### src/fetch_pkg.sv
// Fetch front end shared definitions
// Widths, table geometry, exception causes and the start address
package fetch_pkg;

    ////////////////////////////////////////
    // Basic types
    ////////////////////////////////////////
    typedef logic [31:0] addr_t;
    typedef logic [31:0] word_t;
    typedef logic [31:0] count_t;
    typedef logic [3:0]  cause_t;

    // RISC-V exception codes raised by fetch
    localparam cause_t CAUSE_MISALIGNED   = 4'd0;
    localparam cause_t CAUSE_ACCESS_FAULT = 4'd1;

    // First fetch address out of reset
    localparam addr_t RESET_VECTOR = 32'h0000_0100;
    // addi x0, x0, 0
    localparam word_t NOP_INSTR    = 32'h0000_0013;

    ////////////////////////////////////////
    // Table geometry
    ////////////////////////////////////////
    // Instruction cache, one word per line
    // Index is PC[5:2], tag is PC[31:6]
    localparam int IC_LINES = 16;
    localparam int IC_IDX_W = $clog2(IC_LINES);
    localparam int IC_TAG_W = 32 - IC_IDX_W - 2;
    typedef logic [IC_IDX_W-1:0] ic_idx_t;
    typedef logic [IC_TAG_W-1:0] ic_tag_t;

    // Branch target buffer
    // Index is PC[4:2], tag is PC[31:5]
    localparam int BTB_LINES = 8;
    localparam int BTB_IDX_W = $clog2(BTB_LINES);
    localparam int BTB_TAG_W = 32 - BTB_IDX_W - 2;
    typedef logic [BTB_IDX_W-1:0] btb_idx_t;
    typedef logic [BTB_TAG_W-1:0] btb_tag_t;
    // Two-bit saturating counter, MSB set means taken
    typedef logic [1:0] bp_cnt_t;

    // Refill FSM
    typedef enum logic [1:0] {IDLE, REQ, WAIT} icache_state_e;

endpackage

### src/fetch_intf.sv
// Fetch front end internal interfaces
// Cache lookup between fetch and icache, predictor update from execute

interface icache_lookup_if
    import fetch_pkg::*;
();
    // Driven by fetch
    addr_t pc;
    logic  lookup_en;
    logic  inval;
    // Driven by the cache, same cycle as the lookup
    logic  hit;
    word_t instr;
    logic  fault;

    modport requester (
        output pc, lookup_en, inval,
        input  hit, instr, fault
    );

    modport responder (
        input  pc, lookup_en, inval,
        output hit, instr, fault
    );
endinterface

interface bp_update_if
    import fetch_pkg::*;
();
    // One-cycle update strobe, no handshake
    logic  valid;
    addr_t pc;
    logic  taken;
    addr_t target;
    logic  is_branch;

    modport sender (output valid, pc, taken, target, is_branch);

    modport receiver (input valid, pc, taken, target, is_branch);
endinterface

### src/branch_predictor.sv
// Branch predictor
// Direct-mapped BTB with a 2-bit counter per entry, trained from execute
module branch_predictor
    import fetch_pkg::*;
(
    input  logic          clk_i,
    input  logic          rst_ni,
    input  addr_t         pc_i,
    output logic          pred_taken_o,
    output addr_t         pred_target_o,
    bp_update_if.receiver upd
);

    // Entry storage
    logic [BTB_LINES-1:0] btb_valid_q;
    btb_tag_t             btb_tag_q    [BTB_LINES];
    addr_t                btb_target_q [BTB_LINES];
    bp_cnt_t              btb_cnt_q    [BTB_LINES];

    btb_idx_t rd_idx;
    btb_tag_t rd_tag;
    btb_idx_t wr_idx;
    btb_tag_t wr_tag;
    logic     wr_match;

    ////////////////////////////////////////
    // Prediction
    ////////////////////////////////////////
    assign rd_idx = pc_i[BTB_IDX_W+1:2];
    assign rd_tag = pc_i[31:BTB_IDX_W+2];

    // Taken on a valid tag match with counter in the upper half
    assign pred_taken_o  = btb_valid_q[rd_idx] && (btb_tag_q[rd_idx] == rd_tag)
                           && btb_cnt_q[rd_idx][1];
    assign pred_target_o = btb_target_q[rd_idx];

    ////////////////////////////////////////
    // Update
    ////////////////////////////////////////
    assign wr_idx   = upd.pc[BTB_IDX_W+1:2];
    assign wr_tag   = upd.pc[31:BTB_IDX_W+2];
    assign wr_match = btb_valid_q[wr_idx] && (btb_tag_q[wr_idx] == wr_tag);

    // Valid bits
    always_ff @(posedge clk_i or negedge rst_ni) begin
        if (!rst_ni) begin
            btb_valid_q <= '0;
        end else if (upd.valid) begin
            if (upd.is_branch) begin
                btb_valid_q[wr_idx] <= 1'b1;
            end else if (wr_match) begin
                // Non-branch at a predicted PC, drop the stale entry
                btb_valid_q[wr_idx] <= 1'b0;
            end
        end
    end

    // Tag, target and counter
    always_ff @(posedge clk_i) begin
        if (upd.valid && upd.is_branch) begin
            if (wr_match) begin
                if (upd.taken) begin
                    if (btb_cnt_q[wr_idx] != 2'd3) begin
                        btb_cnt_q[wr_idx] <= btb_cnt_q[wr_idx] + 2'd1;
                    end
                    btb_target_q[wr_idx] <= upd.target;
                end else if (btb_cnt_q[wr_idx] != 2'd0) begin
                    btb_cnt_q[wr_idx] <= btb_cnt_q[wr_idx] - 2'd1;
                end
            end else begin
                // Allocate, weakly biased toward the first outcome
                btb_tag_q[wr_idx]    <= wr_tag;
                btb_target_q[wr_idx] <= upd.target;
                btb_cnt_q[wr_idx]    <= upd.taken ? 2'd2 : 2'd1;
            end
        end
    end

endmodule

### src/icache.sv
// Instruction cache
// Direct-mapped, one word per line, single-word refill over valid/ready
// Keeps hit and miss counts
module icache
    import fetch_pkg::*;
(
    input  logic               clk_i,
    input  logic               rst_ni,
    icache_lookup_if.responder lk,

    // Memory request channel
    output logic               mem_req_valid_o,
    input  logic               mem_req_ready_i,
    output addr_t              mem_req_addr_o,

    // Memory response channel
    input  logic               mem_rsp_valid_i,
    output logic               mem_rsp_ready_o,
    input  word_t              mem_rsp_data_i,
    input  logic               mem_rsp_error_i,

    // Performance counts
    output count_t             hit_count_o,
    output count_t             miss_count_o
);

    // Line storage
    logic [IC_LINES-1:0] line_valid_q;
    ic_tag_t             line_tag_q  [IC_LINES];
    word_t               line_data_q [IC_LINES];

    icache_state_e state_q;
    icache_state_e state_d;
    // Address of the line being refilled
    addr_t         miss_addr_q;
    count_t        hit_count_q;
    count_t        miss_count_q;

    ic_idx_t lk_idx;
    ic_tag_t lk_tag;
    ic_idx_t fill_idx;
    logic    line_hit;
    logic    miss_start;
    logic    rsp_fire;
    logic    fill_we;

    ////////////////////////////////////////
    // Lookup
    ////////////////////////////////////////
    assign lk_idx   = lk.pc[IC_IDX_W+1:2];
    assign lk_tag   = lk.pc[31:IC_IDX_W+2];
    assign line_hit = line_valid_q[lk_idx] && (line_tag_q[lk_idx] == lk_tag);

    assign lk.hit   = lk.lookup_en && line_hit;
    assign lk.instr = line_data_q[lk_idx];

    // Error response for the line being looked up replaces the hit
    // A refill for an older PC never reports here
    assign rsp_fire = (state_q == WAIT) && mem_rsp_valid_i;
    assign lk.fault = lk.lookup_en && rsp_fire && mem_rsp_error_i
                      && (miss_addr_q == lk.pc);

    ////////////////////////////////////////
    // Refill FSM
    ////////////////////////////////////////
    // Only start from IDLE, one request in flight
    assign miss_start = (state_q == IDLE) && lk.lookup_en && !line_hit;
    assign fill_we    = rsp_fire && !mem_rsp_error_i;
    assign fill_idx   = miss_addr_q[IC_IDX_W+1:2];

    always_comb begin
        state_d = state_q;
        case (state_q)
            IDLE: if (miss_start) state_d = REQ;
            REQ: if (mem_req_ready_i) state_d = WAIT;
            WAIT: if (mem_rsp_valid_i) state_d = IDLE;
            default: state_d = IDLE;
        endcase
    end

    assign mem_req_valid_o = (state_q == REQ);
    assign mem_req_addr_o  = miss_addr_q;
    assign mem_rsp_ready_o = (state_q == WAIT);

    always_ff @(posedge clk_i or negedge rst_ni) begin
        if (!rst_ni) begin
            state_q      <= IDLE;
            hit_count_q  <= '0;
            miss_count_q <= '0;
            line_valid_q <= '0;
        end else begin
            state_q <= state_d;
            if (lk.hit) begin
                hit_count_q <= hit_count_q + count_t'(1);
            end
            // Counted once per entry into REQ
            if (miss_start) begin
                miss_count_q <= miss_count_q + count_t'(1);
            end
            // Invalidate wins over a refill landing in the same cycle
            if (lk.inval) begin
                line_valid_q <= '0;
            end else if (fill_we) begin
                line_valid_q[fill_idx] <= 1'b1;
            end
        end
    end

    // Miss address and line payload
    always_ff @(posedge clk_i) begin
        if (miss_start) begin
            miss_addr_q <= lk.pc;
        end
        if (fill_we) begin
            line_tag_q[fill_idx]  <= miss_addr_q[31:IC_IDX_W+2];
            line_data_q[fill_idx] <= mem_rsp_data_i;
        end
    end

    assign hit_count_o  = hit_count_q;
    assign miss_count_o = miss_count_q;

endmodule

### src/fetch_stage.sv
// Fetch stage
// PC register, next-PC selection, fetch exceptions and the IF/ID register
module fetch_stage
    import fetch_pkg::*;
(
    input  logic               clk_i,
    input  logic               rst_ni,
    input  logic               hold_i,
    input  logic               flush_i,
    input  logic               inval_i,
    input  logic               redirect_en_i,
    input  addr_t              redirect_pc_i,
    icache_lookup_if.requester ic,
    bp_update_if.receiver      upd,

    // IF/ID register toward decode
    output logic               if_valid_o,
    output addr_t              if_pc_o,
    output word_t              if_instr_o,
    output logic               if_exc_o,
    output cause_t             if_cause_o
);

    addr_t  pc_q;
    addr_t  pc_d;
    logic   pred_taken;
    addr_t  pred_target;
    // Set by a fetch exception, cleared by redirect
    logic   halt_q;
    logic   fetch_go;
    logic   mis_exc;
    logic   exc;
    logic   accept;
    cause_t exc_cause;

    branch_predictor i_branch_predictor (
        .clk_i        (clk_i),
        .rst_ni       (rst_ni),
        .pc_i         (pc_q),
        .pred_taken_o (pred_taken),
        .pred_target_o(pred_target),
        .upd          (upd)
    );

    ////////////////////////////////////////
    // Lookup and exceptions
    ////////////////////////////////////////
    // No fetch while decode is full, on flush or redirect, or after a fault
    assign fetch_go = !hold_i && !flush_i && !redirect_en_i && !halt_q;

    // Word aligned PCs only
    assign mis_exc = fetch_go && (pc_q[1:0] != 2'b00);

    assign ic.pc        = pc_q;
    assign ic.lookup_en = fetch_go && (pc_q[1:0] == 2'b00);
    assign ic.inval     = inval_i;

    assign exc       = mis_exc || ic.fault;
    assign exc_cause = mis_exc ? CAUSE_MISALIGNED : CAUSE_ACCESS_FAULT;
    assign accept    = ic.hit || exc;

    // Redirect, then prediction for the accepted PC, then sequential
    always_comb begin
        if (redirect_en_i) begin
            pc_d = redirect_pc_i;
        end else if (accept && !exc) begin
            pc_d = pred_taken ? pred_target : pc_q + 32'd4;
        end else begin
            pc_d = pc_q;
        end
    end

    always_ff @(posedge clk_i or negedge rst_ni) begin
        if (!rst_ni) begin
            pc_q       <= RESET_VECTOR;
            halt_q     <= 1'b0;
            if_valid_o <= 1'b0;
            if_exc_o   <= 1'b0;
        end else begin
            pc_q <= pc_d;
            if (redirect_en_i) begin
                halt_q <= 1'b0;
            end else if (exc) begin
                halt_q <= 1'b1;
            end
            // IF/ID control, flush kills even under hold
            if (flush_i) begin
                if_valid_o <= 1'b0;
                if_exc_o   <= 1'b0;
            end else if (accept) begin
                if_valid_o <= 1'b1;
                if_exc_o   <= exc;
            end else if (!hold_i) begin
                if_valid_o <= 1'b0;
                if_exc_o   <= 1'b0;
            end
        end
    end

    // IF/ID payload
    always_ff @(posedge clk_i) begin
        if (accept) begin
            if_pc_o    <= pc_q;
            if_instr_o <= exc ? NOP_INSTR : ic.instr;
            if_cause_o <= exc_cause;
        end
    end

endmodule

### src/fetch_top.sv
// Fetch front end top level
// Connects the fetch stage to the instruction cache and the memory port
module fetch_top
    import fetch_pkg::*;
(
    input  logic   clk_i,
    input  logic   rst_ni,

    // Pipeline control
    input  logic   hold_i,
    input  logic   flush_i,
    input  logic   inval_i,
    input  logic   redirect_en_i,
    input  addr_t  redirect_pc_i,

    // Predictor training from execute
    input  logic   bp_valid_i,
    input  addr_t  bp_pc_i,
    input  logic   bp_taken_i,
    input  addr_t  bp_target_i,
    input  logic   bp_is_branch_i,

    // Memory port
    output logic   mem_req_valid_o,
    input  logic   mem_req_ready_i,
    output addr_t  mem_req_addr_o,
    input  logic   mem_rsp_valid_i,
    output logic   mem_rsp_ready_o,
    input  word_t  mem_rsp_data_i,
    input  logic   mem_rsp_error_i,

    // Toward decode
    output logic   if_valid_o,
    output addr_t  if_pc_o,
    output word_t  if_instr_o,
    output logic   if_exc_o,
    output cause_t if_cause_o,

    output count_t hit_count_o,
    output count_t miss_count_o
);

    icache_lookup_if ic_if ();
    bp_update_if     bp_if ();

    assign bp_if.valid     = bp_valid_i;
    assign bp_if.pc        = bp_pc_i;
    assign bp_if.taken     = bp_taken_i;
    assign bp_if.target    = bp_target_i;
    assign bp_if.is_branch = bp_is_branch_i;

    fetch_stage i_fetch_stage (
        .clk_i        (clk_i),
        .rst_ni       (rst_ni),
        .hold_i       (hold_i),
        .flush_i      (flush_i),
        .inval_i      (inval_i),
        .redirect_en_i(redirect_en_i),
        .redirect_pc_i(redirect_pc_i),
        .ic           (ic_if),
        .upd          (bp_if),
        .if_valid_o   (if_valid_o),
        .if_pc_o      (if_pc_o),
        .if_instr_o   (if_instr_o),
        .if_exc_o     (if_exc_o),
        .if_cause_o   (if_cause_o)
    );

    icache i_icache (
        .clk_i          (clk_i),
        .rst_ni         (rst_ni),
        .lk             (ic_if),
        .mem_req_valid_o(mem_req_valid_o),
        .mem_req_ready_i(mem_req_ready_i),
        .mem_req_addr_o (mem_req_addr_o),
        .mem_rsp_valid_i(mem_rsp_valid_i),
        .mem_rsp_ready_o(mem_rsp_ready_o),
        .mem_rsp_data_i (mem_rsp_data_i),
        .mem_rsp_error_i(mem_rsp_error_i),
        .hit_count_o    (hit_count_o),
        .miss_count_o   (miss_count_o)
    );

endmodule

### config.mk
export PLATFORM = sky130hd
export DESIGN_NAME = fetch_top
export DESIGN_NICKNAME = d
export VERILOG_FILES = /design/src/fetch_pkg.sv /design/src/fetch_intf.sv /design/src/branch_predictor.sv /design/src/icache.sv /design/src/fetch_stage.sv /design/src/fetch_top.sv
export SDC_FILE = /design/constraint.sdc
export NUM_CORES = 2
export LEC_CHECK = 0
export BUFFER_PORTS_ARGS = -buffer_cell sky130_fd_sc_hd__buf_2
export CORE_AREA = 2 2 275 413
export DETAILED_ROUTE_END_ITERATION = 16
export DIE_AREA = 0 0 277 415
export GPL_TIMING_DRIVEN = 0
export PLACE_DENSITY_LB_ADDON = 0.08
export SETUP_SLACK_MARGIN = 0.2
export SYNTH_ARGS = -nofsm -noshare
export SYNTH_HDL_FRONTEND = slang
export SYNTH_SLANG_ARGS = --single-unit
### constraint.sdc
create_clock -name clk_i -period 6.7 [get_ports clk_i]
set_input_delay 1.005 -clock clk_i [delete_from_list [all_inputs] [get_ports clk_i]]
set_output_delay 1.005 -clock clk_i [all_outputs]
set_load 0.01 [all_outputs]
Word-level counts from Yosys, hierarchy flattened
Memories as Yosys holds them, arrays and structs flattened. A register that Yosys moved wholly into a read port is not among the register bits. Cells that the tools add are included. W data, S select, Z words.

$add $sub $neg: 5. Equal/unequal tests: 11. Magnitude comparators: 6. Mux-type cells: 52. Bitwise operators: 7. Reductions and logical operators: 40.

Operator list (number): $mux W32 (4); $add A32 B1 Y32 const B (2); $eq A27 B27 Y1 (2); $add A32 B3 Y32 const B (1); $eq A32 B32 Y1 (1); $mux W1 (32); $mux W16 (2); $eq A26 B26 Y1 (1); $logic_and A1 B1 Y1 (21); $mux W8 (2); $or A16 B16 Y16 (1); $mux W2 (6); $reduce_bool A2 Y1 (6); $lt A4 B5 Y1 const B (2); $and A8 B8 Y8 (1); $lt A3 B4 Y1 const B (2); $not A8 Y8 (1); $or A8 B8 Y8 (1); $logic_not A1 Y1 (7); $bmux W1 S3 (2); $pmux W2 S3 (1); $bmux W1 S4 (1); $demux W1 S4 (1); $ge A4 B1 Y1 const B (1); other kinds (14) (20).

Memories: 5. Memory bits (writable): 1416. Bits in registers: 193. Output and inout port bits: 168. Input bits: 140.

Memories: i_icache.line_data_q (words 16, bits a word 32, read ports 1, clocked after Yosys merged registers in 1, write ports 1, line icache.sv:30) `word_t line_data_q [IC_LINES];`; i_icache.line_tag_q (words 16, bits a word 26, read ports 1, clocked after Yosys merged registers in 0, write ports 1, line icache.sv:29) `ic_tag_t line_tag_q [IC_LINES];`; i_fetch_stage.i_branch_predictor.btb_target_q (words 8, bits a word 32, read ports 1, clocked after Yosys merged registers in 0, write ports 1, line branch_predictor.sv:17) `addr_t btb_target_q [BTB_LINES];`; i_fetch_stage.i_branch_predictor.btb_tag_q (words 8, bits a word 27, read ports 2, clocked after Yosys merged registers in 0, write ports 1, line branch_predictor.sv:16) `btb_tag_t btb_tag_q [BTB_LINES];`; i_fetch_stage.i_branch_predictor.btb_cnt_q (words 8, bits a word 2, read ports 2, clocked after Yosys merged registers in 0, write ports 1, line branch_predictor.sv:18) `bp_cnt_t btb_cnt_q [BTB_LINES];`.

Logic depth before layout (Yosys ltp)
Word-level depth: 13. Gate-level depth with buffers: 17. Mapped depth without buffers: 10.

Cells and area by module
A second synthesis with hierarchy kept.

Cell total of the unflattened synthesis: 3494. Area total of the unflattened synthesis: 67514.8 um^2.

By module, submodules not included: icache (area an instance 41224.5 um^2, cells each 2010, sequential area each 30879.6 um^2, instances 1); branch_predictor (area an instance 21491.9 um^2, cells each 1075, sequential area each 14854.2 um^2, instances 1); fetch_stage (area an instance 4798.4 um^2, cells each 409, sequential area each 2829.0 um^2, instances 1).

Least setup slack after synthesis
No wires, ideal clock.

Path kind: in2reg. From: input mem_rsp_error_i. To: memory i_icache.line_data_q[0][0] (netlist bit) (enable). Buffers on the path: 0. Slack: 592 ps. Required time: 6152 ps. Arrival: 5560 ps. Stages on the path: 2. Path through: or4_1 nor3_1.

Cells in the longest elaborated chain, start to end: 4.

RTL lines: from (decl) (line fetch_top.sv:30) `input logic mem_rsp_error_i,`; $logic_not A1 Y1 (line icache.sv:68) `assign fill_we = rsp_fire && !mem_rsp_error_i;`; $logic_and A1 B1 Y1 (line icache.sv:68); $mux W1 (line icache.sv:114) `if (fill_we) begin`; $mux W1 (not written as such) (line icache.sv:116) `line_data_q[fill_idx] <= mem_rsp_data_i;`; to (decl) (line icache.sv:30).

No other way between the ends.

Worst setup path after layout
From: register i_fetch_stage.pc_q[4], in the netlist i_fetch_stage.ic.pc[4]. To: register i_fetch_stage.pc_q[19], in the netlist i_fetch_stage.ic.pc[19].

Cells in the longest elaborated chain, start to end: 7. Elaborated cells between the ends (all ways): 25. Those cells by class: add/sub (1); eq/ne (3); mux (7); reduce/logical (10); memory (4).

RTL lines: from (decl) (line fetch_stage.sv:24) `addr_t pc_q;`; from (signal assigned) (line fetch_stage.sv:80) `pc_q <= pc_d;`; branches (longest 7 deep; another with $add A32 B3 Y32).

Parallel ways; which one is timed is not known. The select of a mux whose other input is x is not followed. A chain may end at the register's enable or synchronous reset.

==> results.cfg <==
[run_status]
outcome = finished, final reports clean

[global_routing]
grt_first_pass_wirelength_um = 295000
globalRouteTotalUtil_pct = 37.0
grt_overflow = 0
grt_pass1_vias = 40000
antenna_found_initial = 19
grt_max_degree = 77

[placement]
gp_congestion = 1.03
place_area_mm2 = 0.0727
dp.cells = 5488
dpl.hpwl_um = 146000
port_buffers = 301

[critical_path]
cp_data_arrival_time_ns = 7.13
critical_path_class = register to register
crit_path_end_kind = register
regToRegSetupSlack_ns = 0.16
worst_setup_path_start_kind = register
cp_max_fo = 10
required_ns = 7.30

[sta]
period_minus_slack_ns = 6.54
fmaxAchievable_ghz = 0.153
finalCritPeriodShare_pct = 97.6
rsz0062_at_grt = false
setup_viol = 0
whs_ns = 0.159
fin_skew_ns = 0.0304
slew_headroom_pct = 8.61
drv_slew = 0
tns_ns = 0
hold_viol = 0
tightest_slew_ns = 1.36

[clock_tree]
htreeDepth = 4
path_clk_slew_ns = 0.06
clockBufferDepth = 3
ctsHoldBuffers = 0
cts_buffers = 148
clk-insertion-delay-late_ns = 0.80
cts_sinks = 1638
cts_tree = done
root_buffer = clkbuf_16

[floorplan]
core_area_mm2 = 0.111
io_pins = 308
start_util_pct = 60.9
rows = 150
die_h_um = 415
die-area_mm2 = 0.115
die_w_um = 277

[finish]
register_area_mm2 = 0.0486
drive_gt1_share_pct = 26.7
multi_input_area_mm2 = 0.0180
area_growth_pct = 14.9
fin_cells = 5768
final_nets = 4340
num-fill-cells = 7145
stdcell_area_mm2 = 0.0777

[power]
total_power_mw = 22.1
ir_drop_v = 0.000260
p_per_area_mw_per_mm2 = 285
leakage_nw = 26.5

[synthesis]
syn_area_mm2 = 0.0676
yosysWarnings = 0
synth-async-reset-ratio_pct = 7.63
synth_seq_area_share_pct = 71.8
netlist_instances = 3651
synth-edff-count = 1513
synth_flop_cell = edfxtp_1
ys_types = 89
postSynthAreaPerCell_um2 = 18.5
synth-seq-cells = 1638

[drt]
vias = 40000
highest_layer = met5
routedWlPerCell_um = 36.5
wl_met1_um = 71100
wl_met3_um = 21000
routed_wl_um = 211000
viasPerCell = 6.93
drtIter0Drc = 5173
postRouteAntennaNets = 0
dr.pass1.iters = 8
drc_errors = 0
wl_met2_um = 103000

[min_path]
hold_class = input port to async pin

[flow_run]
max-cap-violations = 0
==> critical path, stage by stage, from the launching register on <==
cell and delay (ns):
dfrtp_1 0.68, buf_2 0.34, buf_2 0.39, clkbuf_2 0.55
clkdlybuf4s15_1 0.87, mux2i_1 0.84, xnor2_1 0.21, nor2_1 0.17
nand4bb_1 0.19, clkbuf_1 0.29, nor2_1 0.68, a311oi_1 0.13
o41ai_1 0.95
==> path summary, 6_finish.rpt <==
kind / startpoint / to / cells after the start
worst max-delay path: i_fetch_stage.ic.pc[4] / i_fetch_stage.ic.pc[19] / 12
worst min-delay path: rst_ni / i_icache.miss_count_o[18] / 1
worst max register to register: i_fetch_stage.ic.pc[4] / i_fetch_stage.ic.pc[19] / 12
worst min register to register: i_icache.hit_count_o[31] / i_icache.hit_count_o[31] / 1
max in group asynchronous: rst_ni / i_icache.hit_count_o[11] / 2
min in group clk_i: redirect_pc_i[16] / i_fetch_stage.ic.pc[16] / 3
==> Yosys cell counts, types with 48 or more instances <==
cell	instances	area share [%]
a21oi_1	50	0.37
a221oi_1	51	0.66
buf_2	51	0.38
clkbuf_1	105	0.58
dfrtp_1	124	4.6
edfxtp_1	1513	67
mux2i_1	151	2.2
mux4_2	344	11
nand2_1	143	0.79
nand4_1	48	0.44
nor2_1	131	0.73
nor3_1	64	0.47
xnor2_1	64	0.83
xor2_1	98	1.3
==> registers in the layout, summed over array words and instances, names as in the netlist, 216 cells and up, named ones only <==
signal and count:
i_icache.line_data_q 512, i_icache.line_tag_q 416, i_fetch_stage.i_branch_predictor.btb_target_q 256, i_fetch_stage.i_branch_predictor.btb_tag_q 216
==> cells by family (layout without fill, tap and decap cells) <==
kind of cell | after synthesis | count (layout) | synth area share (%)
mux | 550 | 550 | 15.0
fa+ha+maj | 3 | 3 | 0.0555
compound gates | 391 | 391 | 4.27
buf+inv | 274 | 938 | 1.96
xor+xnor | 162 | 162 | 2.10
simple gates | 632 | 633 | 4.78
other cells | 1 | 9 | 0.00554
flops | 1638 | 1638 | 71.8
==> cell type report <==
type,instances,share of cell area (%)
clock inverter,88,1.21
timing repair buffer,393,3.95
buffer,229,1.52
inverter,45,0.217
multi-input combinational,1742,23.1
tap,1444,2.33
antenna,6,0.0193
clock buffer,183,5.12
sequential,1638,62.5
==> placed cells by master (no fill, tap or decap), types with 13 or more instances in the layout <==
cell / instances
nand3_1: 43
clkbuf_1: 126
mux4_1: 18
a21oi_1: 50
mux4_2: 344
a221oi_1: 49
mux2i_1: 151
xnor2_1: 64
o21ai_0: 45
dfrtp_1: 124
bufinv_16: 17
nor3_1: 59
mux2_2: 36
inv_1: 45
nor2b_1: 18
buf_4: 30
and2_1: 14
nor2_1: 112
and3_1: 42
a22o_1: 16
nor2_4: 19
nor4_1: 44
clkinv_2: 30
xor2_1: 98
a22oi_1: 43
edfxtp_1: 1513
or3_1: 13
nand2_1: 143
clkbuf_16: 153
nand4_1: 48
buf_6: 42
buf_2: 351
buf_12: 48
clkinv_1: 25
buf_1: 30
o22ai_1: 30
==> where the power goes <==
part	leakage (nW)	total, mW	internal, mW	switching (mW)
registers	15.2	11.3	11.3	0.0867
logic	8.87	2.09	0.782	1.31
clock network	2.41	8.70	4.90	3.80
total	26.5	22.1	16.9	5.19
==> layer usage <==
layer	global-route usage (%)	up-vias
met5	0	-
li1	-	16100
met2	60.4	2630
met1	44.5	20500
met4	22.6	30
met3	9.49	708
==> timing repair <==
| action | 4_1_cts | 5_1_grt |
|---|---|---|
| endpoints found under the setup margin | 68 | 17 |
| pin swaps | 0 | 1 |
| buffers inserted | 0 | 2 |
| gates cloned | 1 | 0 |
| resized for setup | 8 | 6 |
==> stage by stage <==
stage,utilization (%),setup slack (ns)
3_5_place_dp,65.4,-0.375
4_1_cts,69.9,0.220
6_report,69.9,0.164
5_1_grt,69.9,0.308
2_1_floorplan,-,0.592
3_3_place_gp,63.9,-5.40
Note: power is estimated with default switching activity, not from simulation.
